File: src/design/scope_macros.svh
// Sizes of the capture engine. FRAME_DEPTH and FIFO_DEPTH must be powers of two
// and the trigger point field is sized from FRAME_DEPTH

`ifndef SCOPE_MACROS_SVH
`define SCOPE_MACROS_SVH

// Input streams and the tag that names them
`define SCOPE_N_CHANNELS 6
`define SCOPE_CHANNEL_BITS 3

`define SCOPE_SAMPLE_WIDTH 32

// One frame is one full turn of the circular buffer
`define SCOPE_FRAME_DEPTH 64

`define SCOPE_FIFO_DEPTH 4

`endif

File: src/design/mem_pkg.sv
// Memory-side types of the write port, byte addresses and 64-bit beats

package mem_pkg;

    typedef logic [31:0] addr_t;

    // Data layout of a beat
    //   63..48  channel tag, zero extended
    //   47..32  zero
    //   31..0   sample
    typedef struct packed {
        addr_t addr;
        logic [63:0] data;
    } write_beat_t;

endpackage

File: src/design/scope_pkg.sv
// Sample-side types shared by the arbiter, capture buffer and DMA writer

`include "scope_macros.svh"

package scope_pkg;

    // Width of an index into one frame
    localparam int POINT_BITS = $clog2(`SCOPE_FRAME_DEPTH);

    // One sample tagged with the channel it came from
    typedef struct packed {
        logic [`SCOPE_CHANNEL_BITS-1:0] channel;
        logic [`SCOPE_SAMPLE_WIDTH-1:0] data;
    } sample_t;

    // Static trigger setup, point is the number of entries kept ahead of the trigger
    typedef struct packed {
        logic [`SCOPE_CHANNEL_BITS-1:0] channel;
        logic [`SCOPE_SAMPLE_WIDTH-1:0] level;
        logic [POINT_BITS-1:0] point;
    } trigger_cfg_t;

endpackage

File: src/design/capture_buffer.sv
// Circular pre/post-trigger window, single rising-edge trigger on one channel
// A frame is always FRAME_DEPTH entries and is held until rearm

`include "scope_macros.svh"

module capture_buffer (
    input  logic clock,
    input  logic reset,
    input  scope_pkg::sample_t in_sample,
    input  logic in_valid,
    output logic in_ready,
    input  scope_pkg::trigger_cfg_t trigger,
    output scope_pkg::sample_t frame_sample,
    output logic frame_valid,
    output logic frame_last,
    input  logic frame_ready,
    input  logic rearm
);

    localparam int DEPTH = `SCOPE_FRAME_DEPTH;
    localparam int ADDR_W = $clog2(DEPTH);

    typedef enum logic [1:0] {
        ARMING,
        FILLING,
        READOUT
    } state_t;

    state_t state;
    scope_pkg::sample_t storage [DEPTH];
    logic [ADDR_W-1:0] wr_ptr;
    logic [ADDR_W-1:0] rd_idx;
    logic [ADDR_W:0] fill_count;
    logic [ADDR_W-1:0] post_left;
    logic [ADDR_W-1:0] post_total;
    logic [`SCOPE_SAMPLE_WIDTH-1:0] prev_data;
    logic drained;
    logic accept;
    logic on_channel;
    logic crossing;
    logic hit;

    assign in_ready = state != READOUT;
    assign accept = in_valid && in_ready;

    // Rising crossing, checked against the last value seen on the trigger channel
    assign on_channel = in_sample.channel == trigger.channel;
    assign crossing = on_channel && (in_sample.data > trigger.level)
                      && !(prev_data > trigger.level);
    assign hit = accept && (state == ARMING) && crossing
                 && (fill_count >= {1'b0, trigger.point});

    // Entries still to come after the trigger sample
    assign post_total = ADDR_W'(DEPTH - 1) - trigger.point;

    always_ff @(posedge clock) begin
        if (accept) begin
            storage[wr_ptr] <= in_sample;
        end
    end

    always_ff @(posedge clock) begin
        if (reset) begin
            state      <= ARMING;
            wr_ptr     <= '0;
            rd_idx     <= '0;
            fill_count <= '0;
            post_left  <= '0;
            prev_data  <= '0;
            drained    <= 1'b0;
        end else if (rearm) begin
            state      <= ARMING;
            rd_idx     <= '0;
            fill_count <= '0;
            post_left  <= '0;
            prev_data  <= '0;
            drained    <= 1'b0;
        end else begin
            case (state)
                ARMING: begin
                    if (accept) begin
                        wr_ptr <= wr_ptr + 1'b1;
                        if (fill_count != (ADDR_W+1)'(DEPTH)) fill_count <= fill_count + 1'b1;
                        if (on_channel) prev_data <= in_sample.data;
                    end
                    if (hit) begin
                        post_left <= post_total;
                        state <= (post_total == '0) ? READOUT : FILLING;
                    end
                end
                FILLING: begin
                    if (accept) begin
                        wr_ptr <= wr_ptr + 1'b1;
                        post_left <= post_left - 1'b1;
                        if (post_left == ADDR_W'(1)) state <= READOUT;
                    end
                end
                default: begin
                    if (frame_valid && frame_ready) begin
                        rd_idx <= rd_idx + 1'b1;
                        if (frame_last) drained <= 1'b1;
                    end
                end
            endcase
        end
    end

    // Oldest entry sits at the next write slot once the window is full
    assign frame_sample = storage[wr_ptr + rd_idx];
    assign frame_valid  = (state == READOUT) && !drained;
    assign frame_last   = rd_idx == ADDR_W'(DEPTH - 1);

    // The frozen window is never overwritten while it is held
    assert property (@(posedge clock) disable iff (reset)
        state == READOUT && !rearm |=> $stable(wr_ptr));

endmodule

File: src/design/channel_arbiter.sv
// Round-robin merge of the input streams, grant is combinational
// Channel 0 has first turn after reset

`include "scope_macros.svh"

module channel_arbiter (
    input  logic clock,
    input  logic reset,
    input  logic [`SCOPE_SAMPLE_WIDTH-1:0] sample_data [`SCOPE_N_CHANNELS],
    input  logic [`SCOPE_N_CHANNELS-1:0] sample_valid,
    output logic [`SCOPE_N_CHANNELS-1:0] sample_ready,
    output scope_pkg::sample_t out_sample,
    output logic out_valid,
    input  logic out_ready
);

    localparam int N = `SCOPE_N_CHANNELS;
    localparam int CH_W = `SCOPE_CHANNEL_BITS;

    logic [CH_W-1:0] last;
    logic [CH_W-1:0] grant;
    logic found;

    // Search starts one past the previous winner
    always_comb begin
        int idx;
        found = 1'b0;
        grant = '0;
        for (int k = 1; k <= N; k++) begin
            idx = (int'(last) + k) % N;
            if (!found && sample_valid[idx]) begin
                found = 1'b1;
                grant = CH_W'(idx);
            end
        end
    end

    assign out_valid = found;
    assign out_sample.channel = grant;
    assign out_sample.data = sample_data[grant];

    always_comb begin
        for (int i = 0; i < N; i++) begin
            sample_ready[i] = out_ready && found && (grant == CH_W'(i));
        end
    end

    always_ff @(posedge clock) begin
        if (reset) begin
            last <= CH_W'(N - 1);
        end else if (out_valid && out_ready) begin
            last <= grant;
        end
    end

    assert property (@(posedge clock) disable iff (reset) $onehot0(sample_ready));

endmodule

File: src/design/dma_writer.sv
// Frame entries become 64-bit beats at consecutive addresses from base_address
// dma_done and rearm pulse together once the last beat has left the FIFO

`include "scope_macros.svh"

module dma_writer (
    input  logic clock,
    input  logic reset,
    input  scope_pkg::sample_t frame_sample,
    input  logic frame_valid,
    input  logic frame_last,
    output logic frame_ready,
    input  mem_pkg::addr_t base_address,
    output mem_pkg::write_beat_t mem_beat,
    output logic mem_valid,
    input  logic mem_ready,
    output logic rearm,
    output logic dma_done
);

    localparam int IDX_W = $clog2(`SCOPE_FRAME_DEPTH);

    mem_pkg::write_beat_t beat_q;
    logic beat_valid;
    logic beat_last;
    logic beat_ready;
    logic [IDX_W-1:0] frame_index;
    logic last_pending;
    logic take;

    // Beat register moves on whenever the FIFO takes its content
    assign frame_ready = !beat_valid || beat_ready;
    assign take = frame_valid && frame_ready;

    always_ff @(posedge clock) begin
        if (take) begin
            beat_q.addr <= base_address + (mem_pkg::addr_t'(frame_index) << 3);
            beat_q.data <= {16'(frame_sample.channel), 16'h0000, frame_sample.data};
            beat_last <= frame_last;
        end
    end

    always_ff @(posedge clock) begin
        if (reset) begin
            beat_valid   <= 1'b0;
            frame_index  <= '0;
            last_pending <= 1'b0;
        end else begin
            if (take) begin
                beat_valid <= 1'b1;
                frame_index <= frame_last ? '0 : frame_index + 1'b1;
            end else if (beat_ready) begin
                beat_valid <= 1'b0;
            end
            if (beat_valid && beat_ready && beat_last) begin
                last_pending <= 1'b1;
            end else if (dma_done) begin
                last_pending <= 1'b0;
            end
        end
    end

    stream_fifo #(
        .payload_t(mem_pkg::write_beat_t),
        .DEPTH(`SCOPE_FIFO_DEPTH)
    ) beat_fifo (
        .clock(clock),
        .reset(reset),
        .in_data(beat_q),
        .in_valid(beat_valid),
        .in_ready(beat_ready),
        .out_data(mem_beat),
        .out_valid(mem_valid),
        .out_ready(mem_ready)
    );

    // FIFO empty after the last push means the last beat went out a cycle ago
    assign dma_done = last_pending && !mem_valid;
    assign rearm = dma_done;

    assert property (@(posedge clock) disable iff (reset) dma_done |=> !dma_done);

endmodule

File: src/design/scope_capture.sv
// Capture engine top level, configuration is static while a frame is taken
// Single clock domain, single normal trigger per frame

`include "scope_macros.svh"

module scope_capture (
    input  logic clock,
    input  logic reset,
    input  logic [`SCOPE_SAMPLE_WIDTH-1:0] sample_data [`SCOPE_N_CHANNELS],
    input  logic [`SCOPE_N_CHANNELS-1:0] sample_valid,
    output logic [`SCOPE_N_CHANNELS-1:0] sample_ready,
    input  scope_pkg::trigger_cfg_t trigger,
    input  mem_pkg::addr_t base_address,
    output mem_pkg::write_beat_t mem_beat,
    output logic mem_valid,
    input  logic mem_ready,
    output logic dma_done
);

    scope_pkg::sample_t merged_sample;
    logic merged_valid;
    logic merged_ready;
    scope_pkg::sample_t buffered_sample;
    logic buffered_valid;
    logic buffered_ready;
    scope_pkg::sample_t frame_sample;
    logic frame_valid;
    logic frame_last;
    logic frame_ready;
    logic rearm;

    channel_arbiter arbiter (
        .clock(clock),
        .reset(reset),
        .sample_data(sample_data),
        .sample_valid(sample_valid),
        .sample_ready(sample_ready),
        .out_sample(merged_sample),
        .out_valid(merged_valid),
        .out_ready(merged_ready)
    );

    stream_fifo #(
        .payload_t(scope_pkg::sample_t),
        .DEPTH(`SCOPE_FIFO_DEPTH)
    ) sample_fifo (
        .clock(clock),
        .reset(reset),
        .in_data(merged_sample),
        .in_valid(merged_valid),
        .in_ready(merged_ready),
        .out_data(buffered_sample),
        .out_valid(buffered_valid),
        .out_ready(buffered_ready)
    );

    capture_buffer buffer (
        .clock(clock),
        .reset(reset),
        .in_sample(buffered_sample),
        .in_valid(buffered_valid),
        .in_ready(buffered_ready),
        .trigger(trigger),
        .frame_sample(frame_sample),
        .frame_valid(frame_valid),
        .frame_last(frame_last),
        .frame_ready(frame_ready),
        .rearm(rearm)
    );

    dma_writer writer (
        .clock(clock),
        .reset(reset),
        .frame_sample(frame_sample),
        .frame_valid(frame_valid),
        .frame_last(frame_last),
        .frame_ready(frame_ready),
        .base_address(base_address),
        .mem_beat(mem_beat),
        .mem_valid(mem_valid),
        .mem_ready(mem_ready),
        .rearm(rearm),
        .dma_done(dma_done)
    );

endmodule

File: src/design/stream_fifo.sv
// Register FIFO on valid/ready links, DEPTH must be a power of two
// Output valid follows an input transfer by one cycle

module stream_fifo #(
    parameter type payload_t = logic,
    parameter int DEPTH = 4
) (
    input  logic     clock,
    input  logic     reset,
    input  payload_t in_data,
    input  logic     in_valid,
    output logic     in_ready,
    output payload_t out_data,
    output logic     out_valid,
    input  logic     out_ready
);

    localparam int PTR_W = (DEPTH > 1) ? $clog2(DEPTH) : 1;

    payload_t storage [DEPTH];
    logic [PTR_W-1:0] wr_ptr;
    logic [PTR_W-1:0] rd_ptr;
    logic [PTR_W:0] count;
    logic push;
    logic pop;

    assign in_ready  = count != (PTR_W+1)'(DEPTH);
    assign out_valid = count != '0;
    assign out_data  = storage[rd_ptr];

    assign push = in_valid && in_ready;
    assign pop  = out_valid && out_ready;

    always_ff @(posedge clock) begin
        if (push) begin
            storage[wr_ptr] <= in_data;
        end
    end

    always_ff @(posedge clock) begin
        if (reset) begin
            wr_ptr <= '0;
            rd_ptr <= '0;
            count  <= '0;
        end else begin
            if (push) wr_ptr <= wr_ptr + 1'b1;
            if (pop) rd_ptr <= rd_ptr + 1'b1;
            if (push && !pop) begin
                count <= count + 1'b1;
            end else if (pop && !push) begin
                count <= count - 1'b1;
            end
        end
    end

    // A stalled head entry must not move or disappear
    assert property (@(posedge clock) disable iff (reset)
        out_valid && !out_ready |=> out_valid && $stable(out_data));

    // The occupancy never runs past the storage
    assert property (@(posedge clock) disable iff (reset) count <= (PTR_W+1)'(DEPTH));

endmodule

File: config.mk
export PLATFORM = sky130hd
export DESIGN_NAME = scope_capture
export DESIGN_NICKNAME = d
export VERILOG_FILES = /design/src/design/mem_pkg.sv /design/src/design/scope_pkg.sv /design/src/design/capture_buffer.sv /design/src/design/channel_arbiter.sv /design/src/design/dma_writer.sv /design/src/design/scope_capture.sv /design/src/design/stream_fifo.sv
export VERILOG_INCLUDE_DIRS = /design/src /design/src/design
export SDC_FILE = /design/constraint.sdc
export NUM_CORES = 2
export LEC_CHECK = 0
export BUFFER_PORTS_ARGS = -buffer_cell sky130_fd_sc_hd__buf_2
export CELL_PAD_IN_SITES_DETAIL_PLACEMENT = 1
export CELL_PAD_IN_SITES_GLOBAL_PLACEMENT = 1
export CORE_MARGIN = 2
export CORE_UTILIZATION = 45
export DETAILED_ROUTE_END_ITERATION = 16
export PLACE_DENSITY_LB_ADDON = 0.1
export REMOVE_ABC_BUFFERS = 1
export SYNTH_ARGS = -nofsm -noshare
export SYNTH_HDL_FRONTEND = slang
export SYNTH_SLANG_ARGS = --single-unit
File: constraint.sdc
create_clock -name clock -period 6.3 [get_ports clock]
set_input_delay 0.63 -clock clock [delete_from_list [all_inputs] [get_ports clock]]
set_output_delay 0.63 -clock clock [all_outputs]
set_load 0.005 [all_outputs]
==> results.py <==
metrics = {
    "cells_and_area": {
        "ff_latch_area_um2": 83400,
        "area_growth_pct": 15.2,
        "drive_above_1_share_pct": 31.9,
        "final_cell_mix": "2716 x edfxtp_1, 801 x mux4_2, 348 x buf_2",
        "mostFrequentLayoutCell": "edfxtp_1",
        "final_area_um2": 128000,
        "multi_input_area_um2": 26900,
        "finalNetCount": 6082,
        "nFillCells": 21300,
    },
    "critical_path": {
        "path_class": "reg2out",
        "slowest_delay_ns": 0.49,
        "cp_cell_sequence": "ha_1 > xor2_2 > ha_1 > nor2b_1 > a21oi_1 > o2111a_1 > a211oi_1 > nand2_1 > nor4_2 > a22o_1 > clkinvlp_4 > nand2_1 > nor3_1 > buf_2",
        "path_max_fanout": 12,
        "cp.arrival_ns": 5.30,
        "endpoint_kind": "output port",
        "slowest_stage": "dfxtp_1",
        "cp.required_ns": 5.67,
        "start_kind": "register",
    },
    "timing": {
        "fmax_mhz": 169,
        "worst_pin_slew_ns": 1.20,
        "setup_viol": 0,
        "final_hold_viol_count": 0,
        "slew_violations": 0,
        "fin_skew_ns": 0.0624,
        "slew_headroom_pct": 20.1,
        "rsz0062_at_grt": "false",
        "fin_crit_ns": 5.93,
        "fin_setup_tns_ns": 0,
        "fin_crit_sh_pct": 94.1,
    },
    "clocking": {
        "root_buffer": "clkbuf_16",
        "cts.path.max_buffers": 4,
        "clock-sinks": 2805,
        "cts_made_buffers": 310,
        "cts_tree": "built",
        "insertion_delay_ns": 0.95,
        "clkTransAtPathRegs_ns": 0.06,
        "htreeDepth": 5,
    },
    "drt": {
        "drt_iter0_markers": 4926,
        "wl_per_cell_um": 31.6,
        "drt_pre_antenna_iters": 5,
        "drc_errors": 0,
        "vias": 53600,
        "totalWireLength_um": 289000,
        "via_per_inst": 5.86,
        "antenna_left": 0,
    },
    "yosys": {
        "avgSynthCellArea_um2": 22.0,
        "synth-seq-cells": 2805,
        "synthTopCellsByArea": "edfxtp_1 73%, mux4_2 16%, mux2i_1 1.8%, dfxtp_1 1.6%, ha_1 1.3%",
        "synth.distinct_cells": 68,
        "yosysSeqAreaShare_pct": 75.1,
        "synth_top_area_cell": "edfxtp_1",
        "synth_edf_count": 2716,
        "synth_top_cell_area_share_pct": 73.5,
        "netlist_instances": 5038,
        "synthFlopType": "edfxtp_1",
        "ys_warn_count": 0,
        "netlist_area_um2": 111000,
        "synthArstFlopShare_pct": 0,
    },
    "floorplanning": {
        "dieArea_um2": 251000,
        "die_height_um": 501,
        "die_w_um": 501,
        "coreArea_um2": 246000,
        "fp-row-count": 182,
        "io_pins": 378,
        "start_util_pct": 45.2,
    },
    "power_and_ir_drop": {
        "p_sw_w": 0.0191,
        "leakagePower_nw": 41.2,
        "power_frac_seq_pct": 42.6,
        "switching_share_pct": 30.8,
        "ir_drop_uv": 749,
        "internal_power_w": 0.0430,
        "pwr-share-comb_pct": 30.1,
        "clock_power_share_pct": 27.3,
        "p_per_area_nw_per_um2": 486,
    },
    "placed_design": {
        "port_buffers": 348,
        "place_area_um2": 118000,
        "hpwlAfterDp_um": 173000,
        "place_congestion": 0.802,
    },
    "grt": {
        "grtUsageTotal_pct": 23.2,
        "grt_pass1_vias": 57800,
        "grt_max_degree": 78,
        "grt_overflow_total": 0,
        "grt_pass1_wl_um": 417000,
        "antenna_found_initial": 28,
    },
    "flow_run": {
        "cap_violations": 0,
    },
    "hold_path": {
        "hold_class": "in2reg",
    },
    "outcome": {
        "status": "complete, no violations",
    },
}
power by group through the flow:
stage	sequential (W)	clock (W)	combinational (W)
floorplan	0.0268	0	0.0125
global placement	0.0268	0	0.0183
detailed placement	0.0268	0	0.0189
CTS	0.0265	0.0173	0.0189
global route	0.0265	0.0180	0.0202
finish	0.0265	0.0170	0.0187
what timing repair did:
item | in CTS | in global routing
setup buffers | 0 | 2
pin swaps | 0 | 1
gates resized for setup | 1 | 3
hold buffers | 19 | 0
endpoints found under the setup margin | 3 | 4
endpoints found under the hold margin | 19 | 0
final cells by class:
type,count,area share [%]
Antenna cell,9,0.0176
Clock buffer,396,6.43
Clock inverter,134,0.845
Inverter,76,0.226
Multi-Input combinational cell,1912,21.0
Sequential cell,2805,65.2
Tap cell,3220,3.15
Timing Repair Buffer,588,3.10
cells by family (layout without fill, tap and decap cells):
kind of cell,after synthesis,after routing,share of synthesized area [%]
buf+inv,349,1194,1.34
other cells,1,38,0.00338
compound gates,238,238,1.40
fa+ha+maj,115,115,1.32
flops,2805,2805,75.1
xor+xnor,68,68,0.550
simple gates,421,421,1.84
mux,1041,1041,18.5
final timing paths:
check                                                            end                          from  slack [ns]  cells after the start
worst max-delay path                                 sample_ready[1]  arbiter.last[1]$_SDFFE_PP0P_        0.37                     14
worst max register to register  sample_fifo.storage[1][21]$_DFFE_PP_  arbiter.last[2]$_SDFFE_PP1P_        0.96                     17
worst min-delay path                     writer.beat_q[76]$_DFFE_PP_              base_address[12]        0.07                      2
worst min register to register           buffer.drained$_SDFFE_PP0P_   buffer.drained$_SDFFE_PP0P_        0.48                      2
synthesized netlist by cell type (12+ instances only):
cell type / instances
a21oi_1: 87
and2_1: 12
a21o_1: 27
edfxtp_1: 2716
o21ai_0: 22
mux2_2: 28
nor3_1: 18
nand4_1: 31
xor2_1: 30
dfxtp_1: 89
nand3_1: 29
ha_1: 111
nor2b_1: 48
xnor2_1: 36
clkbuf_1: 152
nand2_1: 51
mux4_2: 802
mux2i_1: 204
buf_4: 36
a211oi_1: 46
nor2_1: 172
inv_1: 74
buf_1: 70
through the flow:
stage	hold WS, ns	setup slack, ns	total power [W]	utilization, %	cells
floorplan	0.431	-16.98	0.0393	-	4793
global placement	0.449	0.837	0.0451	48.1	8580
detailed placement	0.466	0.730	0.0457	48.1	8580
CTS	0.00355	0.104	0.0627	52.0	9129
global route	0.0459	0.0799	0.0647	52.0	9134
finish	0.0680	0.373	0.0621	52.0	9140
state kept, by name, indices dropped and copies added (netlist names), 6 cells and up, named ones only:
| register | count |
|---|---|
| buffer.fill_count | 7 |
| buffer.post_left | 6 |
| buffer.prev_data | 32 |
| buffer.rd_idx | 6 |
| buffer.storage | 2240 |
| buffer.wr_ptr | 6 |
| sample_fifo.storage | 140 |
| writer.beat_fifo.storage | 268 |
| writer.beat_q | 67 |
| writer.frame_index | 6 |
worst max-delay path: cells and delay by family (launching register included):
kind	cells	cell delay [ns]
buffers and inverters	2	0.48
AOI/OAI and AO/OA	4	1.30
and+or+nand+nor	5	1.08
DFF	1	0.49
xor gates and xnor gates	1	0.32
adders and majority gates	2	0.71
routing by layer:
layer	wire length, µm	vias to the layer above	part of all wire [%]	track usage, %
met5	150	-	0.052	0
met2	145000	1654	50	39.0
met3	15700	436	5.4	3.89
met1	120000	29000	41	31.4
met4	7950	26	2.8	6.62
li1	-	22400	-	-
No activity file was read; power rests on OpenSTA's default activity.
